--- src/source/soc_pkg.sv ---
////////////////////////////////////////////////////////////
// shared definitions for the peripheral fabric
// memory map, bus request/response structs, device select
// and timing constants used by the decoder, the devices,
// the response stage and the testbench
////////////////////////////////////////////////////////////
package soc_pkg;

  ////////////////////////////////////////////////////////////
  // memory map
  localparam int          RAM_WORDS     = 256;
  localparam int          RAM_AW        = $clog2(RAM_WORDS);
  localparam logic [31:0] RAM_BASE      = 32'h0000_0000;
  localparam logic [31:0] RAM_END       = RAM_BASE + RAM_WORDS * 4;

  localparam logic [31:0] UART_TX_ADDR  = 32'h1000_0000;
  localparam logic [31:0] UART_LSR_ADDR = 32'h1000_0005;

  // clint style timer block, four word registers
  localparam logic [31:0] TIMER_BASE     = 32'h1100_0000;
  localparam logic [3:0]  TIMER_MTIME_LO = 4'h0;
  localparam logic [3:0]  TIMER_MTIME_HI = 4'h4;
  localparam logic [3:0]  TIMER_CMP_LO   = 4'h8;
  localparam logic [3:0]  TIMER_CMP_HI   = 4'hc;

  localparam logic [31:0] FREQ_ADDR     = 32'h1100_8000;

  localparam logic [31:0] IO_START      = 32'h1000_0000;
  localparam logic [31:0] IO_END        = 32'h1200_0000;

  ////////////////////////////////////////////////////////////
  // timing
  localparam logic [31:0] SYSTEM_CLK = 32'd10_000_000;

  // short bit time keeps simulation fast
  localparam int BAUD_DIV = 8;
  localparam int BAUD_CW  = $clog2(BAUD_DIV);

  // transmitter empty flag inside the status byte
  localparam int LSR_TX_EMPTY_BIT = 5;

  ////////////////////////////////////////////////////////////
  // bus types
  typedef struct packed {
    logic [31:0] addr;
    logic [31:0] wdata;
    logic [3:0]  wstrb;
  } bus_req_t;

  typedef struct packed {
    logic        ready;
    logic [31:0] rdata;
  } bus_rsp_t;

  typedef struct packed {
    logic ram;
    logic uart_data;
    logic uart_status;
    logic timer;
    logic freq;
    logic none;
  } dev_sel_t;

endpackage

--- src/source/machine_timer.sv ---
////////////////////////////////////////////////////////////
// machine timer, mtime and mtimecmp as 64 bit registers
// mtime counts every clock, mtimecmp is written per word
// irq is high while mtime has reached mtimecmp
////////////////////////////////////////////////////////////
`timescale 1ns/1ns

module machine_timer (
  input  logic              clk,
  input  logic              resetn,
  input  logic              sel,
  input  soc_pkg::bus_req_t req,
  output logic [31:0]       rdata,
  output logic              ready,
  output logic              irq
);
  import soc_pkg::*;

  logic [63:0] mtime;
  logic [63:0] mtimecmp;
  logic [31:0] rdata_q;
  logic [31:0] rd_word;
  logic        wr;

  assign wr = sel && (|req.wstrb);

  ////////////////////////////////////////////////////////////
  // counter and compare
  always_ff @(posedge clk) begin
    if (!resetn) begin
      mtime    <= '0;
      // all ones keeps the interrupt quiet out of reset
      mtimecmp <= '1;
      irq      <= 1'b0;
    end else begin
      mtime <= mtime + 64'd1;
      if (wr && req.addr[3:0] == TIMER_CMP_LO) begin
        mtimecmp[31:0] <= req.wdata;
      end
      if (wr && req.addr[3:0] == TIMER_CMP_HI) begin
        mtimecmp[63:32] <= req.wdata;
      end
      irq <= (mtime >= mtimecmp);
    end
  end

  always_comb begin
    case (req.addr[3:0])
      TIMER_MTIME_LO: rd_word = mtime[31:0];
      TIMER_MTIME_HI: rd_word = mtime[63:32];
      TIMER_CMP_LO:   rd_word = mtimecmp[31:0];
      TIMER_CMP_HI:   rd_word = mtimecmp[63:32];
      default:        rd_word = 32'h0;
    endcase
  end

  ////////////////////////////////////////////////////////////
  // bus side
  always_ff @(posedge clk) begin
    if (sel) begin
      rdata_q <= rd_word;
    end
  end

  always_ff @(posedge clk) begin
    if (!resetn) begin
      ready <= 1'b0;
    end else begin
      ready <= sel;
    end
  end

  assign rdata = ready ? rdata_q : 32'h0;

endmodule

--- config.mk ---
export PLATFORM = sky130hd
export DESIGN_NAME = machine_timer
export DESIGN_NICKNAME = d
export VERILOG_FILES = /design/src/source/soc_pkg.sv /design/src/source/machine_timer.sv
export SDC_FILE = /design/constraint.sdc
export NUM_CORES = 1
export LEC_CHECK = 0
export BUFFER_PORTS_ARGS = -buffer_cell sky130_fd_sc_hd__buf_2
export CELL_PAD_IN_SITES_DETAIL_PLACEMENT = 1
export CELL_PAD_IN_SITES_GLOBAL_PLACEMENT = 1
export CORE_UTILIZATION = 45
export CTS_CLUSTER_DIAMETER = 30
export DETAILED_ROUTE_END_ITERATION = 6
export PLACE_DENSITY = 0.91
export SLEW_MARGIN = 20
export SYNTH_ARGS = -nofsm -noshare
export SYNTH_HDL_FRONTEND = slang
export SYNTH_SLANG_ARGS = --single-unit
--- constraint.sdc ---
create_clock -name clk -period 3 [get_ports clk]
set_clock_uncertainty 0.05 [all_clocks]
set_input_delay 0.6 -clock clk [delete_from_list [all_inputs] [get_ports clk]]
set_output_delay 0.6 -clock clk [all_outputs]
set_load 0.02 [all_outputs]
==> results of run 1 <==
-- critical path: cells and delay by family, from the launching register on --
| family | cells | cell delay [ns] |
|---|---|---|
| flops | 1 | 0.47 |
| xor+xnor | 1 | 0.27 |
| simple gates | 5 | 1.84 |
-- metal layers --
layer  vias to the layer above  track usage (%)
li1                       3491                -
met1                      3850            35.71
met2                       325            52.63
met3                        90            5.673
met4                         0            16.08
met5                         -                0
-- power by group --
part           switching, W  total (W)  internal [W]
logic              0.000163   0.000256     0.0000927
clock network      0.000922    0.00233       0.00140
registers         0.0000289    0.00230       0.00227
total               0.00111    0.00488       0.00377
-- stage by stage --
step	hold slack, ns	util (%)	setup WS (ns)	instance area, sq um	std cells
after floorplan	0.4209	-	0.9637	8672	937
after global placement	0.4601	49.56	0.6412	9301	1212
after detailed placement	0.4673	49.56	0.5410	9301	1212
after global routing	0.3574	52.93	0.2348	9933	1244
final	0.3443	52.93	0.3098	9933	1244
after CTS	0.3366	52.93	0.4116	9933	1244
-- synthesized netlist by cell type, types with 25 or more instances --
cell / number
xnor2_1: 25
and2_1: 91
inv_1: 76
ha_1: 65
o211ai_1: 65
edfxtp_1: 32
clkbuf_1: 45
nand4_1: 26
nand2_1: 98
a221o_1: 33
xor2_1: 31
a22o_1: 32
a21oi_1: 26
dfxtp_1: 130
nand3_1: 32
-- registers in the layout, summed over array words and instances (netlist names) --
register  flops
ready         1
mtimecmp     64
rdata_q      32
irq           1
mtime        64
-- worst min-delay path by stage --
stage	slack, ns	cells past startpoint	end
2_1_floorplan	0.42	1	mtime[0]
3_3_place_gp	0.46	2	mtimecmp[62]
3_5_place_dp	0.47	2	mtimecmp[39]
4_1_cts	0.34	3	mtimecmp[9]
5_1_grt	0.36	3	mtimecmp[9]
6_report	0.34	3	mtimecmp[34]
-- cell families after synthesis --
family | after synthesis
flops | 162
compound gates | 195
xor+xnor | 56
simple gates | 329
buf+inv | 130
fa+ha+maj | 65
-- final cells by class --
cell class / instances / area share (%)
clock inverter: 7 / 0.6046
tap: 234 / 2.947
sequential: 162 / 35.87
timing repair buffer: 95 / 5.416
clock buffer: 25 / 5.756
inverter: 76 / 2.872
multi-input combinational: 645 / 46.53
==> summary.txt, run 1 <==
Status: finished clean
#FFs+latches synth: 162
Largest net degree at the start of global routing: 76
Initial Util: 46.21%
Max layer used: met4
Post-synth EDFFs: 32
Worst R2R Setup Slack: 0.31 ns
IO Count: 105
Worst min-delay path class: in -> reg
Maximum root-to-sink buffer count: 2
CTS Sinks: 162
CP Capture Type: flip-flop
Max_slew headroom: 51.67%
Critical path class: reg -> reg
Largest cells by area after synthesis: dfxtp_1, edfxtp_1, ha_1
CTS tree: done
Post-synth ARST share: 0%
# fillers: 2145
Fin crit period: 2.690 ns
Critical-path cell list: nand4_1 -> nor4_2 -> nand3_1 -> nor4_2 -> xor2_1 -> and2_1
Worst path max stage delay: 0.61 ns
Mux share of post-synthesis cell area: 0%
Routed met1 length: 11.93 mm
CTS Hold Bufs: 0
P&R area growth vs syn: 14.54%
Top FF cell, synth: dfxtp_1
Reg-to-Reg End: mtime[56]
WL met2: 14.72 mm
FF-to-FF path depth: 6
Final slew viol count: 0
Critical path arrival: 3.03 ns
Most frequent cells in the layout: dfxtp_1, nand2_1, and2_1, inv_1, buf_2
Leak: 4.726 nW
Final setup fails: 0
DPL Wire Length: 17.52 mm
CTS root buf: clkbuf_16
Seq. cell area: 3563 sq um
Synth Area in Compound Gates: 17.13%
Initial antenna violation count: 0
Final Cycle Share: 89.67%
Synth unique cells: 44
Routed met3 length: 1.553 mm
Final RePlAce weighted congestion: 0.7929
Via Count: 7756
Post-Syn Area: 8672 sq um
Synth top area share: 30.01%
Slew @ Worst Pin: 0.7250 ns
Setup crit end: mtime[56]
Worst setup startpoint: mtime[48]
Post_cts resized: 0
Die Span X: 140.8 um
Multi-input gate area: 4622 sq um
Gr usage total: 30.38%
Reg2Reg Launch Point: mtime[48]
Worst-Skew Late Latency: 0.45 ns
Diodes inserted: 0
Fraction of layout cells with a size suffix above 1: 14.06%
Post-route DRC: 0
Post-Synth Adder-Cell Area: 9.378%
Avg Cell Area, Syn: 9.255 sq um
Num rows: 50
DR iter-0 viols: 557
Mapped Nets: 1073
Synthesized instance count: 937
Final ANT Viol Nets: 0
Startpoint Class: flip-flop
Fmax: 371.7 MHz
Via density: 6.235
Slowest-stage cell, CP: nor4_2
First-pass GRT wire length: 46.33 mm
Vias in the first global route: 8339
Post-CTS Setup Bufs: 0
Worst EP required: 3.34 ns
Die Height: 140.8 um
PortBufs: 76
Pre-antenna DRT Iters: 5
Layout Nets: 1133
Largest family of logic cells by synthesized area: simple AND/OR/NAND/NOR gates
Hold Crit Start: req[6]
H-tree depth: 4
Die area: 19830 sq um
XOR/XNOR share of the synthesized area: 5.656%
Grt total ovfl: 0
Pwr Total: 0.004880 W
PD cells: 491.3 nW/um^2
Synth Warn #: 0
Setup TNS: 0 ns
Drt wl/cell: 23.50 um
Drt total wl: 29.24 mm
CP dominant cell by count: nor4_2
Final Hold Vio Count: 0
Post-synthesis sequential area ratio: 41.09%
VDD IR max: 0.2426 mV
Core Box Area: 18770 sq um
Worst-path clk slew: 0.07 ns
Area leader, netlist: dfxtp_1
Synth Area in Simple Gates: 20.89%
Max-cap check violation count: 0
CP Max Fanout: 6
Most common cell after layout, fill and taps aside: dfxtp_1
Num CTS Buffers: 17
RSZ-0062 raised after global routing: no
Power figures use the tool's default switching activity.
==> inputs of run 2 (changes only) <==
- RECOVER_POWER: default -> 50
==> run 2 against run 1 <==
  * Wire length is 0.19% lower
  * The flow now finishes with violations (max-capacitance violations, max-slew violations)
  * Clock power hardly changed
  * First-iteration DRC count is 5.0% higher
  * Largest cell class unchanged
==> summary.txt, run 2 (synthesis gave the netlist of run 1 again) <==
Core Util, Final: 52.82% (was 52.93%)
Worst min-delay path class: in -> reg (unchanged)
Most common cell after layout, fill and taps aside: dfxtp_1 (unchanged)
# fillers: 2150 (was 2145)
Drt wl/cell: 23.46 um (was 23.50 um)
Final ANT Viol Nets: 0 (unchanged)
Finished Layout Cells: 1244 (unchanged)
Die area: 19830 sq um (unchanged)
Fraction of layout cells with a size suffix above 1: 13.47% (was 14.06%)
Worst-path clk slew: 0.07 ns (about the same)
CP Capture Type: flip-flop (unchanged)
Layout Nets: 1133 (unchanged)
Biggest regs: mtime (64), mtimecmp (64), rdata_q (32) (unchanged)
VDD IR max: 0.2422 mV (was 0.2426 mV)
Hold slack: 0.3431 ns (was 0.3443 ns)
Critical path arrival: 3.06 ns (was 3.03 ns)
Startpoint Class: input port (was flip-flop)
Sw Ratio: 22.86% (was 22.82%)
Clk pwr share: 47.7% (about the same)
Final slew viol count: 67 (was 0)
FF-to-FF path depth: 6 (unchanged)
Critical path class: in -> reg (was reg -> reg)
P_int: 0.003766 W (was 0.003767 W)
Max_slew headroom: -59.29% (was 51.67%)
DR iter-0 viols: 585 (was 557)
Grt total ovfl: 0 (unchanged)
CTS root buf: clkbuf_16 (unchanged)
Post-route DRC: 0 (unchanged)
H-tree depth: 4 (unchanged)
Family with the most delay on the worst path: buffers and inverters (was simple AND/OR/NAND/NOR gates)
Worst-Skew Late Latency: 0.45 ns (about the same)
Leak: 4.694 nW (was 4.726 nW)
Status: finished, violations left (was finished clean)
P&R area growth vs syn: 14.31% (was 14.54%)
Post-CTS Setup Bufs: 0 (unchanged)
DPL Wire Length: 17.52 mm (unchanged)
Final RePlAce weighted congestion: 0.7929 (unchanged)
Core Box Area: 18770 sq um (unchanged)
First-pass GRT wire length: 46.33 mm (unchanged)
Fmax: 356.7 MHz (was 371.7 MHz)
CTS tree: done (unchanged)
Seq. cell area: 3563 sq um (unchanged)
Critical-path cell list: clkbuf_1 -> nor4_1 -> clkbuf_1 -> a22o_1 -> a221o_1 (was nand4_1 -> nor4_2 -> nand3_1 -> nor4_2 -> xor2_1 -> and2_1)
Worst EP required: 3.26 ns (was 3.34 ns)
Num rows: 50 (unchanged)
CP dominant cell by count: clkbuf_1 (was nor4_2)
CTS Hold Bufs: 0 (unchanged)
Sequential power share: 47.1% (about the same)
Failing checks: max-capacitance violations, max-slew violations
PortBufs: 76 (unchanged)
Drt total wl: 29.18 mm (was 29.24 mm)
Slowest-stage cell, CP: clkbuf_1 (was nor4_2)
Max-cap check violation count: 2 (was 0)
Final setup fails: 0 (unchanged)
RSZ-0062 raised after global routing: no (unchanged)
Largest net degree at the start of global routing: 76 (unchanged)
PD cells: 492.5 nW/um^2 (was 491.3 nW/um^2)
Pre-antenna DRT Iters: 5 (unchanged)
Maximum root-to-sink buffer count: 2 (unchanged)
Most frequent cells in the layout: dfxtp_1, nand2_1, and2_1, inv_1, buf_2 (unchanged)
Vias in the first global route: 8339 (unchanged)
IO Count: 105 (unchanged)
Pwr Total: 0.004883 W (was 0.004880 W)
Post_cts resized: 0 (unchanged)
Gr usage total: 30.38% (unchanged)
Final Hold Vio Count: 0 (unchanged)
Levels on crit path: 5 (was 6)
Num CTS Buffers: 17 (unchanged)
Hold-critical path depth: 3 (unchanged)
P_sw: 0.001116 W (was 0.001114 W)
CP Max Fanout: 32 (was 6)
Post-Place Cells: 1212 (unchanged)
Die Height: 140.8 um (unchanged)
Final Cycle Share: 93.45% (was 89.67%)
Via density: 6.261 (was 6.235)
Via Count: 7789 (was 7756)
Fin crit period: 2.804 ns (was 2.690 ns)
CTS Sinks: 162 (unchanged)
Worst path max stage delay: 1.46 ns (was 0.61 ns)
Setup TNS: 0 ns (unchanged)
Comb pwr share: 5.2% (about the same)
Initial antenna violation count: 0 (unchanged)
Diodes inserted: 0 (unchanged)
Multi-input gate area: 4616 sq um (was 4622 sq um)
Buf+Inv Stages, Crit Path: 2 (was 0)
Slew @ Worst Pin: 2.389 ns (was 0.7250 ns)
Initial Util: 46.21% (unchanged)
Die Span X: 140.8 um (unchanged)
==> run 2: cell types whose count changed in the layout (fill, tap and decap cells not counted), sizes merged <==
| cell | previous run | this run |
|---|---|---|
| buf | 95 | 89 |
| clkbuf | 25 | 31 |
==> run 2: final timing paths <==
path | from | endpoint | slack [ns]
setup / recovery | req[37] | rdata_q[1] | 0.20
hold / removal | req[6] | mtimecmp[34] | 0.34
setup reg to reg | mtime[48] | mtime[56] | 0.31
hold reg to reg | mtimecmp[18] | mtimecmp[18] | 0.48
==> run 2: worst register-to-register path, delay by kind of cell, from the launching register on <==
family | cells | cell delay (ns)
simple gates | 5 | 1.85
flops | 1 | 0.47
xor+xnor | 1 | 0.28
==> run 2: metal layers <==
layer / wire length (um) / global-route usage (%) / vias up / share of wire [%]
met4: 1034 / 16.08 / 0 / 3.5
met2: 14700 / 52.63 / 326 / 50
met5: 0 / 0 / - / 0
met3: 1523 / 5.673 / 89 / 5.2
li1: - / - / 3489 / -
met1: 11920 / 35.71 / 3885 / 41
==> run 2: per-stage QoR <==
stage	setup WS [ns]	cell area, sq um
6_report	0.1964	9913
5_1_grt	0.1672	9913
4_1_cts	0.4116	9933
3_5_place_dp	0.5410	9301
3_3_place_gp	0.6412	9301
2_1_floorplan	0.9637	8672
==> run 2: cell type report <==
cell class	instances	share of cell area, %
tap	234	2.953
multi-input combinational	645	46.56
clock inverter	7	0.6058
inverter	76	2.878
clock buffer	25	5.768
timing repair buffer	95	5.288
sequential	162	35.95
==> run 2: power groups by stage <==
stage | logic, W | clock network (W) | registers (W)
3_3_place_gp | 0.000233 | 0 | 0.00234
5_1_grt | 0.000271 | 0.00242 | 0.00230
2_1_floorplan | 0.000136 | 0 | 0.00233
6_report | 0.000254 | 0.00233 | 0.00230
4_1_cts | 0.000253 | 0.00234 | 0.00230
3_5_place_dp | 0.000243 | 0 | 0.00234
==> inputs of run 3 (changes only) <==
- CORE_UTILIZATION: 45 -> 49
- CTS_BUF_LIST: default -> sky130_fd_sc_hd__clkbuf_16
- PLACE_DENSITY: 0.91 -> 0.95
==> run 3 against run 2 <==
  * The flow still finishes with violations (max-capacitance violations, max-slew violations)
  * Sequential share of layout area is 0.39 points higher
  * Non-clock buffer count is 1 higher
  * Flip-flop and latch count stayed put
  * Setup slack worse by 0.023 ns
  * Sequential power hardly changed
  * Wire length is 5.3% higher
  * Critical endpoint unchanged
  * Largest cell class unchanged
  * Largest power group is now registers
==> summary.txt, run 3 (synthesis gave the netlist of run 1 again) <==
Worst-Skew Late Latency: 0.43 ns (was 0.45 ns)
Via density: 6.498 (was 6.261)
Worst min-delay path class: in -> reg (unchanged)
Final ANT Viol Nets: 0 (unchanged)
CTS root buf: clkbuf_16 (unchanged)
Startpoint Class: input port (unchanged)
DR iter-0 viols: 717 (was 585)
Layout Nets: 1134 (was 1133)
CP Max Fanout: 32 (unchanged)
Most common cell after layout, fill and taps aside: dfxtp_1 (unchanged)
P&R area growth vs syn: 13.09% (was 14.31%)
Grt total ovfl: 0 (unchanged)
# fillers: 1974 (was 2150)
First-pass GRT wire length: 48.49 mm (was 46.33 mm)
Gr usage total: 34.86% (was 30.38%)
Initial antenna violation count: 1 (was 0)
Initial Util: 50.14% (was 46.21%)
Seq. cell area: 3563 sq um (unchanged)
Biggest regs: mtime (64), mtimecmp (64), rdata_q (32) (unchanged)
Num rows: 48 (was 50)
Buf+Inv Stages, Crit Path: 2 (unchanged)
Pre-antenna DRT Iters: 5 (unchanged)
Slew @ Worst Pin: 2.167 ns (was 2.389 ns)
DPL Wire Length: 17.80 mm (was 17.52 mm)
Critical path class: in -> reg (unchanged)
Max_slew headroom: -44.46% (was -59.29%)
Leak: 4.658 nW (was 4.694 nW)
Critical path arrival: 3.04 ns (was 3.06 ns)
Worst EP required: 3.22 ns (was 3.26 ns)
Finished Layout Cells: 1236 (was 1244)
Via Count: 8031 (was 7789)
Multi-input gate area: 4614 sq um (was 4616 sq um)
Critical-path cell list: clkbuf_1 -> nor2_1 -> nand2_1 -> nor2_1 -> clkbuf_1 -> a221o_1 (was clkbuf_1 -> nor4_1 -> clkbuf_1 -> a22o_1 -> a221o_1)
Vias in the first global route: 8810 (was 8339)
Die Span X: 135.0 um (was 140.8 um)
Post-route DRC: 0 (unchanged)
PortBufs: 76 (unchanged)
Num CTS Buffers: 17 (unchanged)
Failing checks: max-capacitance violations, max-slew violations (unchanged)
Drt wl/cell: 24.87 um (was 23.46 um)
Post_cts resized: 0 (unchanged)
Most frequent cells in the layout: dfxtp_1, nand2_1, inv_1, and2_1, buf_2 (was dfxtp_1, nand2_1, and2_1, inv_1, buf_2)
Drt total wl: 30.73 mm (was 29.18 mm)
H-tree depth: 4 (unchanged)
Post-Place Cells: 1204 (was 1212)
CTS tree: done (unchanged)
Largest net degree at the start of global routing: 65 (was 76)
Pre-CTS setup slack: 0.4738 ns (was 0.5410 ns)
Die area: 18230 sq um (was 19830 sq um)
Setup slack after layout: 0.1735 ns (was 0.1964 ns)
Status: finished, violations left (unchanged)
Worst-path clk slew: 0.06 ns (was 0.07 ns)
Hold slack: 0.3669 ns (was 0.3431 ns)
Final Hold Vio Count: 0 (unchanged)
IO Count: 105 (unchanged)
Die Height: 135.0 um (was 140.8 um)
Slowest-stage cell, CP: clkbuf_1 (unchanged)
Final Cycle Share: 94.22% (was 93.45%)
Maximum root-to-sink buffer count: 2 (unchanged)
VDD IR max: 0.3425 mV (was 0.2422 mV)
Final setup fails: 0 (unchanged)
Family with the most delay on the worst path: buffers and inverters (unchanged)
CP Capture Type: flip-flop (unchanged)
Fraction of layout cells with a size suffix above 1: 12.46% (was 13.47%)
Fin crit period: 2.826 ns (was 2.804 ns)
CTS Hold Bufs: 0 (unchanged)
RSZ-0062 raised after global routing: no (unchanged)
PD cells: 472.5 nW/um^2 (was 492.5 nW/um^2)
CTS Sinks: 162 (unchanged)
Fmax: 353.8 MHz (was 356.7 MHz)
Core Box Area: 17300 sq um (was 18770 sq um)
Diodes inserted: 0 (unchanged)
Worst path max stage delay: 1.47 ns (was 1.46 ns)
Max-cap check violation count: 2 (unchanged)
Setup TNS: 0 ns (unchanged)
Post-CTS Setup Bufs: 0 (unchanged)
Final RePlAce weighted congestion: 0.8143 (was 0.7929)
Core Util, Final: 56.70% (was 52.82%)
Final slew viol count: 67 (unchanged)
[run 3: worst min-delay path, cell delays in order]
cell      delay [ns]
buf_2           0.09
nand2_1         0.04
o211ai_1        0.07
[run 3: final cells by class]
class | instances | share of cell area, %
clock inverters | 15 | 1.148
clock buffers | 17 | 4.338
repair buffers | 96 | 5.346
inverters | 76 | 2.909
flip-flops and latches | 162 | 36.34
well taps | 225 | 2.871
multi-input cells | 645 | 47.05
[run 3: layer usage]
layer  global-route usage, %  vias up  part of all wire (%)
met2                   59.59      407                    50
met3                   6.982      135                   6.3
met5                       0        -                 0.039
met4                   20.97        2                   4.9
met1                   40.21     3988                    39
li1                        -     3499                     -
[run 3: path summary, 6_finish.rpt]
path	depth (start not counted)	slack, ns	start	to
worst min register to register	2	0.48	mtimecmp[31]	mtimecmp[31]
worst max-delay path	6	0.17	req[37]	rdata_q[1]
worst max register to register	7	0.22	mtime[7]	irq
worst min-delay path	3	0.37	req[33]	mtimecmp[61]
[run 3: where the power goes]
part	internal [W]	switching, W
sequential	0.00227	0.0000304
clock	0.00119	0.000885
combinational	0.0000917	0.000167
total	0.00355	0.00108
[run 3: metrics by stage]
step           cell area [sq um]  power, W
6_report                    9807  0.004634
5_1_grt                     9807  0.004747
4_1_cts                     9836  0.004637
3_5_place_dp                9298  0.002585
3_3_place_gp                9298  0.002570
2_1_floorplan               8672  0.002469
